===== src/common/fec_defines.svh =====
`ifndef FEC_DEFINES_SVH
`define FEC_DEFINES_SVH

// --------------------
// buffer geometry
// --------------------

// ping-pong buffers and the width of a buffer index.
`define FEC_NUM_BUFS 2
`define FEC_BUF_IDX_WID 1

// ram organisation inside one buffer.
`define FEC_NUM_BANKS 4
`define FEC_RAMS_PER_BANK 2

// rows per block and ram address width.
`define FEC_DEPTH 512
`define FEC_ADDR_WID 9

// one ram slice and one full row.
`define FEC_RAM_WID 64
`define FEC_WORD_WID 512

// --------------------
// interleave
// --------------------

// columns per block, must divide FEC_DEPTH.
`define FEC_STRIDE 8

`endif


===== src/common/fec_pkg.sv =====
`include "fec_defines.svh"

package fec_pkg;

    // --------------------
    // datapath types
    // --------------------

    // one row of column data.
    typedef logic [`FEC_WORD_WID-1:0] col_word_t;

    // write request into a buffer.
    typedef struct packed {
        logic                     en;
        logic [`FEC_ADDR_WID-1:0] addr;
        col_word_t                data;
    } buf_wr_t;

    // read request into a buffer.
    typedef struct packed {
        logic                     en;
        logic [`FEC_ADDR_WID-1:0] addr;
    } buf_rd_t;

    // --------------------
    // control types
    // --------------------

    // life cycle of one ping-pong buffer.
    typedef enum logic [1:0] {
        BUF_EMPTY    = 2'd0,
        BUF_FILLING  = 2'd1,
        BUF_FULL     = 2'd2,
        BUF_DRAINING = 2'd3
    } buf_state_e;

endpackage


===== src/design/fec_col_reader.sv =====
`timescale 1ns/100ps
`include "fec_defines.svh"

module fec_col_reader (
    input  logic                             clk,
    input  logic                             rst_n,

    // full blocks from the controller.
    input  logic                             full_pulse,
    input  logic [`FEC_BUF_IDX_WID-1:0]      full_idx,

    // read side of the buffer array.
    output fec_pkg::buf_rd_t                 rd_req,
    output logic [`FEC_BUF_IDX_WID-1:0]      rd_sel,
    input  fec_pkg::col_word_t               rd_data,

    // buffer release.
    output logic                             drain_done,
    output logic [`FEC_BUF_IDX_WID-1:0]      drain_idx,

    // interleaved output stream.
    output logic                             out_valid,
    output fec_pkg::col_word_t               out_data,
    output logic                             out_last
);

    import fec_pkg::*;

    // index i splits into column i / 64 and row i mod 64.
    localparam int COL_W = $clog2(`FEC_STRIDE);
    localparam int ROW_W = `FEC_ADDR_WID - COL_W;

    typedef enum logic [1:0] {
        RD_IDLE  = 2'd0,
        RD_DRAIN = 2'd1,
        RD_DONE  = 2'd2
    } rd_state_e;

    rd_state_e                   state_q;
    logic [ROW_W-1:0]            row_cnt;
    logic [COL_W-1:0]            col_cnt;
    logic [`FEC_BUF_IDX_WID-1:0] cur_idx;
    logic                        pend_vld;
    logic [`FEC_BUF_IDX_WID-1:0] pend_idx;
    buf_rd_t                     rd_q;

    logic                        start_go;
    logic [`FEC_BUF_IDX_WID-1:0] start_idx;
    logic                        last_issue;
    logic                        v1;
    logic                        l1;

    // older full block goes first.
    assign start_go   = (state_q == RD_IDLE) && (pend_vld || full_pulse);
    assign start_idx  = pend_vld ? pend_idx : full_idx;
    assign last_issue = (state_q == RD_DRAIN) && (&row_cnt) && (&col_cnt);

    assign rd_req     = rd_q;
    assign rd_sel     = cur_idx;
    assign drain_done = (state_q == RD_DONE);
    assign drain_idx  = cur_idx;

    // --------------------
    // address engine
    // --------------------

    always_ff @(posedge clk) begin
        if (!rst_n) begin
            state_q  <= RD_IDLE;
            row_cnt  <= '0;
            col_cnt  <= '0;
            cur_idx  <= '0;
            pend_vld <= 1'b0;
            pend_idx <= '0;
            rd_q     <= '0;
        end else begin
            rd_q.en <= 1'b0;

            // hold a block that is full while another drains.
            if (full_pulse && !(start_go && !pend_vld)) begin
                pend_vld <= 1'b1;
                pend_idx <= full_idx;
            end else if (start_go) begin
                pend_vld <= 1'b0;
            end

            case (state_q)
                RD_IDLE: begin
                    if (start_go) begin
                        state_q <= RD_DRAIN;
                        cur_idx <= start_idx;
                        // index 0 goes out with the start.
                        rd_q    <= '{en: 1'b1, addr: '0};
                        row_cnt <= ROW_W'(1);
                        col_cnt <= '0;
                    end
                end
                RD_DRAIN: begin
                    // address is row * stride + column.
                    rd_q.en   <= 1'b1;
                    rd_q.addr <= {row_cnt, col_cnt};
                    row_cnt   <= row_cnt + 1'b1;
                    if (&row_cnt) begin
                        col_cnt <= col_cnt + 1'b1;
                    end
                    if (last_issue) begin
                        state_q <= RD_DONE;
                    end
                end
                RD_DONE: begin
                    state_q <= RD_IDLE;
                end
                default: begin
                    state_q <= RD_IDLE;
                end
            endcase
        end
    end

    // --------------------
    // output stage
    // --------------------

    // valid and last follow the ram read by two stages.
    always_ff @(posedge clk) begin
        if (!rst_n) begin
            v1        <= 1'b0;
            l1        <= 1'b0;
            out_valid <= 1'b0;
            out_last  <= 1'b0;
        end else begin
            v1        <= rd_q.en;
            l1        <= drain_done;
            out_valid <= v1;
            out_last  <= l1;
        end
    end

    always_ff @(posedge clk) begin
        if (v1) begin
            out_data <= rd_data;
        end
    end

endmodule


===== config.mk =====
export PLATFORM = sky130hd
export DESIGN_NAME = fec_col_reader
export DESIGN_NICKNAME = d
export VERILOG_FILES = /design/src/common/fec_pkg.sv /design/src/design/fec_col_reader.sv
export VERILOG_INCLUDE_DIRS = /design/src /design/src/common
export SDC_FILE = /design/constraint.sdc
export NUM_CORES = 1
export LEC_CHECK = 0
export CAP_MARGIN = 25
export CORE_AREA = 3 3 407 409
export DETAILED_ROUTE_END_ITERATION = 8
export DIE_AREA = 0 0 410 412
export DONT_BUFFER_PORTS = 1
export PLACE_DENSITY_LB_ADDON = 0.15
export SETUP_SLACK_MARGIN = 0.02
export SYNTH_ARGS = -nofsm -noshare
export SYNTH_HDL_FRONTEND = slang
export SYNTH_SLANG_ARGS = --single-unit

===== constraint.sdc =====
create_clock -name clk -period 23.6 [get_ports clk]
set_clock_uncertainty 0.1 [all_clocks]
set_input_delay 1.18 -clock clk [delete_from_list [all_inputs] [get_ports clk]]
set_output_delay 1.18 -clock clk [all_outputs]
set_load 0.02 [all_outputs]

# Yosys cells after proc, flatten, opt, wreduce, memory -nomap -nowiden
# Index checks and enable logic that the tools add are counted.
# classes
mux,13
n_eq_ne,5
n_addsub,2
reduce_logical,17
# op_table
operator,count
$pmux W10 S2,1
$pmux W6 S2,1
$mux W10,1
$add A6 B1 Y6 const B,1
$mux W3,2
$mux W6,1
$pmux W3 S2,1
$reduce_and A2 Y1,3
$reduce_and A3 Y1,2
$reduce_and A6 Y1,1
$logic_and A1 B1 Y1,5
$mux W2,2
$ne A2 B2 Y1 const B,2
$pmux W2 S2,1
$reduce_bool A2 Y1,2
$add A3 B1 Y3 const B,1
$mux W1,3
$eq A2 B1 Y1 const B,1
$eq A2 B2 Y1 const B,1
$logic_not A1 Y1,2
$logic_not A2 Y1,1
$ne A2 B1 Y1 const B,1
$logic_or A1 B1 Y1,1
# word_totals
register_bits,540
output_inout_bits,527
wordCells,50

# Logic depth before layout (Yosys ltp)
# depth
depth_word,6
depth_mapped,5
depth_no_buf,5

# Least setup slack after synthesis
# Ideal clock, no wire load.
# synth_timing
kind,register -> register
start,reg v1
end,reg out_valid
required_ns,23.372
path_stages_with_launch,2
period_less_slack_ns,12.551
path_buffers,0
setup_ns,0.128
t_arrival_ns,12.324
slack_ns,11.049
cell_sequence,dfxtp_1 > and2_1
# synth_rtl
item,line_no,rtl
"start, declared",fec_col_reader.sv:50,logic v1;
"start signal, assigned",fec_col_reader.sv:132,v1 <= rd_q.en;
"end signal, assigned",fec_col_reader.sv:134,out_valid <= v1;
"end, declared",fec_col_reader.sv:22,"output logic out_valid,"
# No word-level cell between the ends.

# Final worst setup path
# layout_timing
start,reg v1
end,"reg out_data[351], enable pin"
# layout_rtl
item,line_no,rtl
"end signal, assigned",fec_col_reader.sv:141,out_data <= rd_data;
"end, declared",fec_col_reader.sv:23,"output fec_pkg::col_word_t out_data,"
# No word-level cell between the ends.

==> run summary <==
Die ar. = 0.169 mm2
number of synthesized flops with an enable pin = 512
WHS Path Cells = 1
commonest cells in the netlist = 512 x edfxtp_1, 28 x dfxtp_1, 12 x nand2_1, 7 x a21oi_1, 7 x a32o_1
die width = 410 um
total track usage = 7.77%
area of the multi-input gates = 505 um2
Mapped Cells = 625
WL final = 70.0 mm
Static Leak = 6.21 nW
Synth Cell Area = 0.0165 mm2
reg2reg setup slack = 19.80 ns
initial antenna violation count = 69
Hold-fix buffers, CTS = 0
Peak VDD IR = 0.0624 mV
hpwl dp = 57.0 mm
WL per Instance = 23.8 um
Sw Share = 22.7%
slowest CP cell = dfxtp_4
CP top delay family = buffers and inverters
Cell Rows = 148
Slew headroom = 34.7%
most frequent CP cell = buf_4
CTS Sinks = 540
worst skew pair latency = 0.62 ns
fillers = 17,899
largest net degree at the start of global routing = 74
CTS tree = built
Fin Setup TNS = 0 ns
Req. time, crit path = 23.76 ns
Hold Path End = out_last
Int Power = 1.69 mW
FF+latch count, synth = 540
first-pass GRT wire length = 84.5 mm
Post-DP Area = 0.0192 mm2
synth warn = 0
Clock Path Buffers = 3
# port buffers = 0
period utilisation layout = 16.1%
Slew Viols, Final = 0
critical-path cell list = buf_4, buf_4, buf_4, buf_4
critical path arrival = 3.96 ns
Core ar. = 0.162 mm2
number of distinct library cells after synthesis = 33
register area = 0.0159 mm2
CTS H-tree lvls = 3
R2R Path End = out_data[351]
DR iter-0 viols = 502
Buf/Inv on CP = 4
Post-synth ARST share = 0%
CP Class = register to register
Final Hold Viols = 0
design area = 0.0214 mm2
share of the synthesized area in the top cell type = 93.1%
Antenna Nets Post-Route = 0
DIE HEIGHT = 412 um
Final Util = 13.2%
Via Count = 7,072
number of global-route vias before repair = 7,176
max incr delay on CP = 0.85 ns
crit path max fanout = 59
hold_sp = l1
Power per Cell Area = 102 mW/mm2
Seq/Total Area, Yosys = 96.5%
fmax = 263 MHz
clock root cell = clkbuf_16
layout cells sized above 1 = 14.0%
Setup Buffers After CTS = 0
power share of the sequential group = 53.6%
Hold WC Path Type = register to register
Worst-path clk slew = 0.06 ns
Logic pwr share = 1.1%
# IOs = 1,043
Area growth syn-to-layout = 29.6%
Synth Flop Type = edfxtp_1
CP endpoint kind = register
Syn Area/Cell = 26.4 um2
Net count, final = 1,212
DRC = 0
clock power share = 45.3%
Yosys top cell by area = edfxtp_1
CP Launch Type = register
Net Count, Synth = 1,144
status = finished, final reports clean
grt ovf = 0
max-cap violation count = 0
Initial Util = 10.2%
RR Startpoint = v1
cts repair resizes = 0
gpl congestion = 0.792
FF-to-FF path depth = 4
Area contributors post-synth = edfxtp_1 93%, dfxtp_1 3.4%, a32o_1 0.42%, nand2_1 0.27%, a311oi_1 0.27%
RSZ-0062 raised after global routing = no
Min Clock Period, post-route = 3.80 ns
Num CTS Buffers = 66
count leader, synth = edfxtp_1
Setup-failing EPs final = 0
Least-Margin Pin Slew = 0.980 ns
sw power = 0.495 mW
vias per inst = 2.40
1st-pass router iterations = 4
[placed cells by master (no fill, tap or decap), types with 2 or more instances in the layout]
master / instances
o31ai_1: 2
inv_6: 5
dfxtp_1: 27
diode_2: 23
edfxtp_1: 512
buf_4: 9
mux2i_1: 3
or2_1: 2
a311oi_1: 5
nor3_1: 2
a41oi_1: 2
a32o_1: 7
and2_1: 4
ha_1: 3
clkinv_1: 14
clkbuf_1: 14
nand2b_1: 2
inv_1: 2
clkinv_2: 7
a21oi_1: 7
o21ai_0: 6
clkinv_8: 3
nand2_1: 12
nor2_1: 3
clkbuf_16: 68
nand3_1: 3
bufinv_16: 5
[flip-flops by register name, summed over array words and instances, names as in the netlist]
| register | count |
|---|---|
| col_cnt | 3 |
| pend_idx | 1 |
| drain_idx | 1 |
| rd_req | 10 |
| pend_vld | 1 |
| out_last | 1 |
| out_data | 512 |
| out_valid | 1 |
| v1 | 1 |
| state_q | 2 |
| l1 | 1 |
| row_cnt | 6 |
[layer usage]
layer  routed length (um)  track usage (%)
met5                   70                0
met4                 2210             2.84
met3                 8340             4.40
met2                36100             13.4
met1                23300             7.75
[cell families after synthesis]
kind of cell,synth area share (%)
simple gates,1.18
mux,0.182
fa+ha+maj,0.227
compound gates,1.47
flops,96.5
buf+inv,0.424
[power by group through the flow]
stage | clock network (mW) | logic (mW) | registers [mW]
2_1_floorplan | 0 | 0.00602 | 1.21
3_3_place_gp | 0 | 0.0229 | 1.19
3_5_place_dp | 0 | 0.0238 | 1.19
4_1_cts | 1.04 | 0.0238 | 1.17
5_1_grt | 1.08 | 0.0259 | 1.17
6_report | 0.990 | 0.0229 | 1.17
[final cells by class]
type / instances / share of cell area [%]
Timing Repair Buffer: 9 / 0.316
Inverter: 2 / 0.0351
Clock buffer: 82 / 8.20
Sequential cell: 540 / 74.5
Multi-Input combinational cell: 74 / 2.36
Antenna cell: 23 / 0.269
Tap cell: 2175 / 12.7
Clock inverter: 36 / 1.62
[worst max path at each step]
stage / startpoint / endpoint / slack (ns) / cells after the start
2_1_floorplan: v1 / out_valid / 11.05 / 1
3_3_place_gp: v1 / out_data[21] / 19.83 / 4
3_5_place_dp: v1 / out_data[351] / 19.72 / 4
4_1_cts: v1 / out_data[273] / 19.71 / 4
5_1_grt: v1 / out_data[231] / 19.48 / 4
6_report: v1 / out_data[351] / 19.80 / 4
[through the flow]
step | worst slack (ns) | cells | hold slack [ns] | power (mW)
finish | 19.80 | 2941 | 0.344 | 2.18
global route | 19.48 | 2920 | 0.373 | 2.28
CTS | 19.71 | 2918 | 0.349 | 2.24
detailed placement | 19.72 | 2800 | 0.326 | 1.22
global placement | 19.83 | 2800 | 0.326 | 1.22
floorplan | 11.05 | 625 | 0.312 | 1.21
(Power assumes the default switching activity.)
