**src/common/fec_defines.svh**
```systemverilog
`ifndef FEC_DEFINES_SVH
`define FEC_DEFINES_SVH

// --------------------
// buffer geometry
// --------------------

// ping-pong buffers and the width of a buffer index.
`define FEC_NUM_BUFS 2
`define FEC_BUF_IDX_WID 1

// ram organisation inside one buffer.
`define FEC_NUM_BANKS 4
`define FEC_RAMS_PER_BANK 2

// rows per block and ram address width.
`define FEC_DEPTH 512
`define FEC_ADDR_WID 9

// one ram slice and one full row.
`define FEC_RAM_WID 64
`define FEC_WORD_WID 512

// --------------------
// interleave
// --------------------

// columns per block, must divide FEC_DEPTH.
`define FEC_STRIDE 8

`endif

```
**src/common/fec_pkg.sv**
```systemverilog
`include "fec_defines.svh"

package fec_pkg;

    // --------------------
    // datapath types
    // --------------------

    // one row of column data.
    typedef logic [`FEC_WORD_WID-1:0] col_word_t;

    // write request into a buffer.
    typedef struct packed {
        logic                     en;
        logic [`FEC_ADDR_WID-1:0] addr;
        col_word_t                data;
    } buf_wr_t;

    // read request into a buffer.
    typedef struct packed {
        logic                     en;
        logic [`FEC_ADDR_WID-1:0] addr;
    } buf_rd_t;

    // --------------------
    // control types
    // --------------------

    // life cycle of one ping-pong buffer.
    typedef enum logic [1:0] {
        BUF_EMPTY    = 2'd0,
        BUF_FILLING  = 2'd1,
        BUF_FULL     = 2'd2,
        BUF_DRAINING = 2'd3
    } buf_state_e;

endpackage

```
**src/fec_col_buf/fec_buf_ctrl.sv**
```systemverilog
`timescale 1ns/100ps
`include "fec_defines.svh"

module fec_buf_ctrl (
    input  logic                             clk,
    input  logic                             rst_n,

    // row input.
    input  logic                             in_valid,
    input  fec_pkg::col_word_t               in_data,
    output logic                             in_ready,
    output logic                             overflow,

    // write side of the buffer array.
    output fec_pkg::buf_wr_t                 wr_req,
    output logic [`FEC_BUF_IDX_WID-1:0]      wr_sel,

    // block handoff to the reader.
    output logic                             full_pulse,
    output logic [`FEC_BUF_IDX_WID-1:0]      full_idx,
    input  logic                             drain_done,
    input  logic [`FEC_BUF_IDX_WID-1:0]      drain_idx
);

    import fec_pkg::*;

    // --------------------
    // state
    // --------------------

    buf_state_e                  state_q [`FEC_NUM_BUFS];
    logic [`FEC_ADDR_WID-1:0]    wr_cnt;
    logic [`FEC_BUF_IDX_WID-1:0] wr_idx;

    logic accept;
    logic last_row;
    logic any_draining;

    // --------------------
    // input side
    // --------------------

    // open for rows while the write buffer still has room.
    always_comb begin
        in_ready = (state_q[wr_idx] == BUF_EMPTY) || (state_q[wr_idx] == BUF_FILLING);
    end

    assign accept   = in_valid && in_ready;
    assign overflow = in_valid && !in_ready;
    assign last_row = (wr_cnt == `FEC_ADDR_WID'(`FEC_DEPTH - 1));

    // write straight through from the input.
    assign wr_req.en   = accept;
    assign wr_req.addr = wr_cnt;
    assign wr_req.data = in_data;
    assign wr_sel      = wr_idx;

    // last row of a block hands the buffer over.
    assign full_pulse = accept && last_row;
    assign full_idx   = wr_idx;

    // only one buffer drains at a time.
    always_comb begin
        any_draining = 1'b0;
        for (int b = 0; b < `FEC_NUM_BUFS; b++) begin
            if (state_q[b] == BUF_DRAINING) begin
                any_draining = 1'b1;
            end
        end
    end

    // --------------------
    // buffer FSM
    // --------------------

    always_ff @(posedge clk) begin
        if (!rst_n) begin
            for (int b = 0; b < `FEC_NUM_BUFS; b++) begin
                state_q[b] <= BUF_EMPTY;
            end
            wr_cnt <= '0;
            wr_idx <= '0;
        end else begin
            if (accept) begin
                wr_cnt <= last_row ? '0 : wr_cnt + 1'b1;
                // move on to the next buffer in turn.
                if (last_row) begin
                    if (wr_idx == `FEC_BUF_IDX_WID'(`FEC_NUM_BUFS - 1)) begin
                        wr_idx <= '0;
                    end else begin
                        wr_idx <= wr_idx + 1'b1;
                    end
                end
            end

            for (int b = 0; b < `FEC_NUM_BUFS; b++) begin
                if (drain_done && (drain_idx == `FEC_BUF_IDX_WID'(b))) begin
                    state_q[b] <= BUF_EMPTY;
                end else if (accept && (wr_idx == `FEC_BUF_IDX_WID'(b))) begin
                    state_q[b] <= last_row ? BUF_FULL : BUF_FILLING;
                end else if ((state_q[b] == BUF_FULL) && !any_draining) begin
                    // waiting block takes over once the reader is free.
                    state_q[b] <= BUF_DRAINING;
                end
            end
        end
    end

endmodule

```
**config.mk**
```make
export PLATFORM = sky130hd
export DESIGN_NAME = fec_buf_ctrl
export DESIGN_NICKNAME = d
export VERILOG_FILES = /design/src/common/fec_pkg.sv /design/src/fec_col_buf/fec_buf_ctrl.sv
export VERILOG_INCLUDE_DIRS = /design/src /design/src/common
export SDC_FILE = /design/constraint.sdc
export NUM_CORES = 1
export LEC_CHECK = 0
export BUFFER_PORTS_ARGS = -buffer_cell sky130_fd_sc_hd__buf_2
export CELL_PAD_IN_SITES_DETAIL_PLACEMENT = 2
export CELL_PAD_IN_SITES_GLOBAL_PLACEMENT = 2
export CORE_AREA = 2 2 405 407
export CTS_BUF_LIST = sky130_fd_sc_hd__clkbuf_8
export DETAILED_ROUTE_END_ITERATION = 7
export DIE_AREA = 0 0 407 409
export GPL_TIMING_DRIVEN = 0
export PLACE_DENSITY = 0.46
export SETUP_SLACK_MARGIN = 0.02
export SYNTH_ARGS = -nofsm -noshare
export SYNTH_HDL_FRONTEND = slang
export SYNTH_SLANG_ARGS = --single-unit
export TNS_END_PERCENT = 30
```
**constraint.sdc**
```tcl
create_clock -name clk -period 1.7 [get_ports clk]
set_input_delay 0.085 -clock clk [delete_from_list [all_inputs] [get_ports clk]]
set_output_delay 0.085 -clock clk [all_outputs]
set_load 0.005 [all_outputs]
```
# After elaboration in Yosys (flattened, before gate mapping)
# Memories as Yosys holds them, arrays and structs flattened. A register that Yosys moved wholly into a read port is not among the register bits.
# Cells that the tools add are included.
# W data, S select, Z words.
[totals]
reg_bits = 10
ramBits = 4
input_bits = 517
word_cells = 71
n_memories = 1
[classes]
addsub = 2
eq_ne = 6
n_mux = 38
n_bitwise = 8
reduce_logical = 14
[mem_list]
columns = ["name", "depth", "word_bits", "rd", "rd_ports_with_merged_regs", "write_ports", "line", "text"]
rows = [
  ["state_q", 2, 2, 3, 1, 2, "fec_buf_ctrl.sv:31", "buf_state_e state_q [`FEC_NUM_BUFS];"],
]
[op_table]
columns = ["cell", "count"]
rows = [
  ["$mux W1", 30],
  ["$mux W2", 7],
  ["$add A9 B1 Y9 const B", 1],
  ["$eq A9 B9 Y1 const B", 1],
  ["$logic_and A1 B1 Y1", 9],
  ["$mux W9", 1],
  ["$eq A2 B2 Y1 const B", 4],
  ["$or A1 B1 Y1", 6],
  ["$eq A2 B1 Y1 const B", 1],
  ["$logic_not A1 Y1", 2],
  ["$logic_not A2 Y1", 1],
  ["$not A1 Y1", 2],
  ["$reduce_and A2 Y1", 1],
  ["$add A1 B1 Y1 const B", 1],
  ["$logic_or A1 B1 Y1", 1],
]

# Longest topological paths before layout
# Gate-level depths: netlist of the first run.
[depth]
word_depth = 11
mapped_depth = 7
mapped_depth_nobuf = 7

# Least setup slack after synthesis of the first run
# No wires, ideal clock.
[synth_path]
path_type = "reg-to-reg"
from = "register wr_cnt[2]"
to = "memory state_q[0][1] in the netlist's numbering (data pin)"
setup_ns = 0.146
t_arrival_ns = 1.512
path_slack_ns = 0.042
stages_incl_launch_ff = 7
path_cell_list = "dfxtp_1 > nand4_1 > nor3_1 > ha_1 > nand2_1 > or3_1 > a21oi_1"
[synth_lines]
columns = ["element", "line", "text"]
rows = [
  ["from (decl)", "fec_buf_ctrl.sv:32", "logic [`FEC_ADDR_WID-1:0] wr_cnt;"],
  ["from (signal assigned)", "fec_buf_ctrl.sv:85", "wr_cnt <= last_row ? '0 : wr_cnt + 1'b1;"],
  ["to (decl)", "fec_buf_ctrl.sv:31", ""],
]

==> impl_metrics.yaml, run 1 <==
status:
  status: "complete, but fails checks"
  violations: "setup timing"
clocking:
  clock_path_buffers: 2
  cts_inserted_buffers: 3
  htreeDepth: 1
  cts_tree: "yes"
  holdBufCountCts: 0
  clkLatencyLatePin_ps: 270
  clock-sinks: 15
  path_clk_slew_ps: 80
  cts_root_buf: "clkbuf_8"
routing:
  routed_wl_um: 82800
  drc: 0
  wl_per_cell_um: 24.7
  vias_per_cell: 1.83
  antenna_left: 0
  drt-initial-drc-count: 109
  dr_total_vias: 6125
  dr.pass1.iters: 4
global_route:
  first_global_vias: 5964
  grt.total_usage_pct: 9.33
  antenna_found_initial: 137
  grt_max_degree: 11
  grt_first_pass_wirelength_um: 93100
  grt.overflow.total: 0
worst_setup_path:
  cp_top_family: "simple AND/OR/NAND/NOR gates"
  crit_path_end_kind: "flop"
  r2r-end: "state_q[0][1]$_SDFFCE_PN0P_"
  path_class: "reg -> reg"
  critPathArrivalTime_ps: 1850
  required_ps: 1810
  rr_worst_depth: 6
  critPathLaunch: "wr_cnt[2]$_SDFFE_PN0N_"
  crit_cells: 6
  crit_chain: "nand4_1 > nor3_4 > ha_4 > nand2_4 > or3_4 > a21oi_1"
  slowest_delay_ps: 380
  r2r_slack_ps: -30
  critPathMaxFanout: 4
  startpoint_type: "flop"
  r2r_start: "wr_cnt[2]$_SDFFE_PN0N_"
  cpMaxStageDelayCell: "or3_4"
  cp_num_buf_inv: 0
sta:
  setup_viol: 2
  layout_worst_path_cycle_share_pct: 102
  relSlewSlack_pct: 60.9
  min_period_ps: 1730
  layout_setup_ws_ps: -33.2
  clock.fmax_mhz: 577
  worst_pin_slew_ps: 586
  skew_ps: 12.4
  drv_slew: 0
  rsz0062_at_grt: "true"
  hold_violations: 0
power:
  power_leakage_nw: 5.00
  powerDensity_nw_per_um2: 277
  max-vdd-ir-drop_v: 0.000161
synth:
  synth_cell_types: 28
  synth_ff_type: "dfxtp_1"
  syn-instance-count: 608
  synthesis.nets: 1127
  synthArstFlopShare_pct: 0
  synth_seq_area_share_pct: 7.30
  ys_ff_latch: 15
  avgSynthCellArea_um2: 7.66
  netlist_area_um2: 4660
  synth_edf_count: 4
  ys_warn_count: 0
die:
  start_util_pct: 2.88
  core_um2: 162000
  num_io_pins: 1044
  die_height_um: 409
  dieArea_um2: 166000
  rows: 148
  fp.dieW_um: 407
place:
  routabilityCongestion: 0.842
  hpwl_um: 80600
  placed_area_um2: 10000
  portBuffers: 530
  dp_cells: 3313
hold_path:
  hp-class: "in -> reg"
  hold_start: "rst_n"
  hold_end: "wr_cnt[8]$_SDFFE_PN0N_"
  worst_hold_path.num_cells: 2
finish:
  layout-drive-gt1-share_pct: 94.0
  stdcell_count: 3356
  fill_cells: 19400
  final_util_pct: 6.44
  nets: 1675
  areaGrowthSynthToFinish_pct: 124
  multiInputGateArea_um2: 508
  register_area_um2: 362
  finalInstanceArea_um2: 10400
run:
  drv_cap: 0
[worst reg2reg max path: stages (launching register included)]
cell	delay [ps]
dfxtp_4	350
nand4_1	180
nor3_4	270
ha_4	180
nand2_4	70
or3_4	380
a21oi_1	130
[cells in the mapped netlist (all sizes together) (2+ instances only)]
cell type | instances | area (um2)
inv | 6 | 22.5
or3 | 6 | 37.5
nand3 | 4 | 20.0
nand2 | 9 | 33.8
edfxtp | 4 | 120
clkbuf | 3 | 11.3
a311o | 2 | 20.0
ha | 2 | 25.0
a21oi | 11 | 55.1
o31ai | 3 | 22.5
nand4 | 3 | 18.8
or4 | 3 | 22.5
buf | 515 | 3870
o21ai | 9 | 45.0
o2111ai | 2 | 17.5
dfxtp | 11 | 220
nor2 | 5 | 18.8
a21boi | 3 | 22.5
[report_power, final]
group / internal, W / total (W) / switching (W) / leakage (nW)
Sequential: 0.000378 / 0.000388 / 0.00000977 / 0.138
Clock: 0.000163 / 0.000321 / 0.000157 / 0.0256
Combinational: 0.00123 / 0.00218 / 0.000957 / 4.83
Total: 0.00177 / 0.00289 / 0.00112 / 5.00
[how the worst max path moves through the flow]
stage	end	slack, ps
after CTS	full_pulse	-110
after detailed placement	wr_cnt[3]$_SDFFE_PN0N_	-510
after global routing	full_pulse	-130
final	state_q[0][1]$_SDFFCE_PN0P_	-30
after floorplan	state_q[0][1]$_SDFFCE_PN0P_	40
after global placement	wr_cnt[5]$_SDFFE_PN0N_	-520
[sequential cells by signal, summed over array words and instances (netlist names), named ones only]
register and count:
wr_cnt 9, full_idx 1, state_q 4
[metrics by stage]
step           hold WS (ps)  total power (W)  setup TNS [ps]  setup slack (ps)
6_report                186          0.00289           -50.5             -33.2
5_1_grt                 194          0.00308            -639              -127
4_1_cts                 186          0.00304            -285              -111
3_5_place_dp            338          0.00267           -6070              -511
3_3_place_gp            338          0.00265           -5880              -524
2_1_floorplan           238          0.00144               0              41.6
[cells in the final DEF, fill, tap and decap left out, types with 3 or more instances in the layout]
cell type,count
buf_2,527
buf_4,526
diode_2,26
a21oi_1,9
o21ai_0,8
nand2_1,7
inv_1,5
or3_1,5
dfxtp_4,5
nand3_1,4
dfxtp_1,4
edfxtp_1,4
nand4_1,3
nor2_1,3
o31ai_1,3
or4_1,3
clkbuf_8,3
[layout make-up]
| cell class | instances | area share [%] |
|---|---|---|
| Buffer | 517 | 37.4 |
| Timing Repair Buffer | 544 | 26.9 |
| Tap cell | 2175 | 26.1 |
| Multi-Input combinational cell | 69 | 4.87 |
| Sequential cell | 15 | 3.47 |
| Antenna cell | 26 | 0.624 |
| Clock buffer | 3 | 0.396 |
| Inverter | 6 | 0.240 |
| Clock inverter | 1 | 0.0480 |
[per-layer routing]
metal / routed length [um] / global-route usage [%] / up-vias
li1: - / - / 2516
met1: 24400 / 8.08 / 2741
met2: 40900 / 16.4 / 492
met3: 15800 / 8.61 / 200
met4: 547 / 0.517 / 176
met5: 1130 / 0 / -
[what timing repair did]
| action | in CTS | in global routing |
|---|---|---|
| setup endpoints to repair | 22 | 18 |
| pin swaps | 5 | 7 |
| setup buffers | 11 | 2 |
| gates cloned | 0 | 1 |
| gates resized for setup | 39 | 13 |
[cell families (layout without fill, tap and decap cells)]
family                   count (synthesis)  in the layout  synth area share (%)
AO/OA/AOI/OAI                           31             31                  4.08
multiplexers                             2              2                 0.537
adder cells (fa/ha/maj)                  2              2                 0.537
buffers and inverters                  524           1071                  83.8
flip-flops                              15             15                  7.30
AND/OR/NAND/NOR                         34             34                  3.76
other                                    0             26                     0
Note: power is estimated with default switching activity, not from simulation.
==> run 2, diff against run 1 <==
--- a/config.mk
+++ b/config.mk
@@ -13,8 +13,10 @@
 export CTS_BUF_LIST = sky130_fd_sc_hd__clkbuf_8
 export DETAILED_ROUTE_END_ITERATION = 7
 export DIE_AREA = 0 0 407 409
+export GPL_ROUTABILITY_DRIVEN = 1
 export GPL_TIMING_DRIVEN = 0
 export PLACE_DENSITY = 0.46
+export RECOVER_POWER = 50
 export SETUP_SLACK_MARGIN = 0.02
 export SYNTH_ARGS = -nofsm -noshare
 export SYNTH_HDL_FRONTEND = slang
==> impl_metrics.yaml, run 2 (same netlist as run 1, synthesis figures left out) <==
place:
  preCtsSetupSlack_ps: -511
  dp_cells: 3313
  routabilityCongestion: 0.842
  hpwl_um: 80600
  portBuffers: 530
routing:
  vias_per_cell: 1.82
  drt-initial-drc-count: 118
  drc: 0
  dr_total_vias: 6100
  wl_per_cell_um: 24.6
  dr.pass1.iters: 4
  routed_wl_um: 82600
  antenna_left: 0
finish:
  register_area_um2: 362
  stdcell_count: 3356
  multiInputGateArea_um2: 508
  largest_reg_flops: 9
  final_util_pct: 6.34
  layout-drive-gt1-share_pct: 83.3
  areaGrowthSynthToFinish_pct: 120
  final_cell_mix: "403 x buf_2, 383 x buf_4, 144 x clkbuf_4, 124 x clkbuf_1, 9 x a21oi_1"
  mostFrequentLayoutCell: "buf_2"
  nets: 1675
  fill_cells: 19500
  largest-register: "wr_cnt"
die:
  dieArea_um2: 166000
  core_um2: 162000
  num_io_pins: 1044
  start_util_pct: 2.88
  rows: 148
  fp.dieW_um: 407
  die_height_um: 409
run:
  drv_cap: 0
clocking:
  htreeDepth: 1
  cts_tree: "yes"
  cts_root_buf: "clkbuf_8"
  path_clk_slew_ps: 80
  cts_inserted_buffers: 3
  clock_path_buffers: 2
  clkLatencyLatePin_ps: 270
  clock-sinks: 15
global_route:
  grt.total_usage_pct: 9.33
  grt.overflow.total: 0
  grt_max_degree: 11
  grt_first_pass_wirelength_um: 93100
  antenna_found_initial: 139
  first_global_vias: 5964
worst_setup_path:
  endpoint: "state_q[0][1]$_SDFFCE_PN0P_"
  crit_path_end_kind: "flop"
  startpoint_type: "flop"
  r2r-end: "state_q[0][1]$_SDFFCE_PN0P_"
  critPathLaunch: "wr_cnt[2]$_SDFFE_PN0N_"
  critPathMaxFanout: 4
  path_class: "reg -> reg"
  critPathArrivalTime_ps: 1840
  required_ps: 1810
  r2r_slack_ps: -30
  r2r_start: "wr_cnt[2]$_SDFFE_PN0N_"
  rr_worst_depth: 6
sta:
  layout_worst_path_cycle_share_pct: 102
  timing.setup.tns_ps: -43.9
  setup_viol: 2
  relSlewSlack_pct: 61.2
  layout_setup_ws_ps: -29.8
  worst_pin_slew_ps: 582
  clock.fmax_mhz: 578
  drv_slew: 0
  hold_violations: 0
  min_period_ps: 1730
  rsz0062_at_grt: "true"
  skew_ps: 12.2
power:
  max-vdd-ir-drop_v: 0.000161
  power_leakage_nw: 4.63
  power.total_w: 0.00284
  powerDensity_nw_per_um2: 276
status:
  violations: "setup timing"
  status: "complete, but fails checks"
hold_path:
  hp-class: "in -> reg"
  hold_start: "rst_n"
[run 2: cell types whose count changed in the layout (fill, tap and decap cells not counted)]
cell / before / now
clkbuf_1: 1 / 124
buf_4: 526 / 383
clkbuf_4: 1 / 144
buf_2: 527 / 403
buf_1: 0 / 1
[run 2: cell type report]
type,count,area share (%)
Inverter,6,0.244
Clock buffer,3,0.402
Multi-Input combinational cell,69,4.95
Timing Repair Buffer,544,25.8
Buffer,517,37.9
Clock inverter,1,0.0487
Antenna cell,26,0.633
Tap cell,2175,26.5
Sequential cell,15,3.52
[run 2: through the flow]
step | hold slack (ps) | area [um2]
after detailed placement | 338 | 10000
after global routing | 194 | 10200
after floorplan | 238 | 4660
final | 185 | 10300
after global placement | 338 | 10000
after CTS | 186 | 10300
[run 2: how the worst min path moves through the flow]
stage	slack [ps]	cells after the start	end
finish	180	2	wr_cnt[8]$_SDFFE_PN0N_
CTS	190	2	wr_cnt[8]$_SDFFE_PN0N_
global placement	340	2	wr_req[380]
detailed placement	340	2	wr_req[113]
global route	190	2	wr_cnt[8]$_SDFFE_PN0N_
floorplan	240	1	flop
[run 2: where the power goes]
part,internal (W),switching [W],leakage [nW]
Combinational,0.00117,0.000961,4.46
Sequential,0.000378,0.00000977,0.138
Clock,0.000164,0.000157,0.0256
[run 2: critical path: stages (launching register included)]
cell and delay, ps:
dfxtp_4 350, nand4_1 180, nor3_4 270, ha_4 180, nand2_4 70, or3_4 380
a21oi_1 130
[run 2: repair_timing]
item	in CTS	in global routing
pin swaps	5	7
buffers inserted	11	2
resized for setup	39	13
cloned	0	1
hold buffers	0	0
endpoints found under the setup margin	22	18
[run 2: per-layer routing]
layer	part of all wire, %	vias to the layer above	GRT usage (%)
met1	30	2719	8.08
met3	19	200	8.61
met5	1.4	-	0
li1	-	2517	-
met4	0.66	176	0.517
met2	49	488	16.4
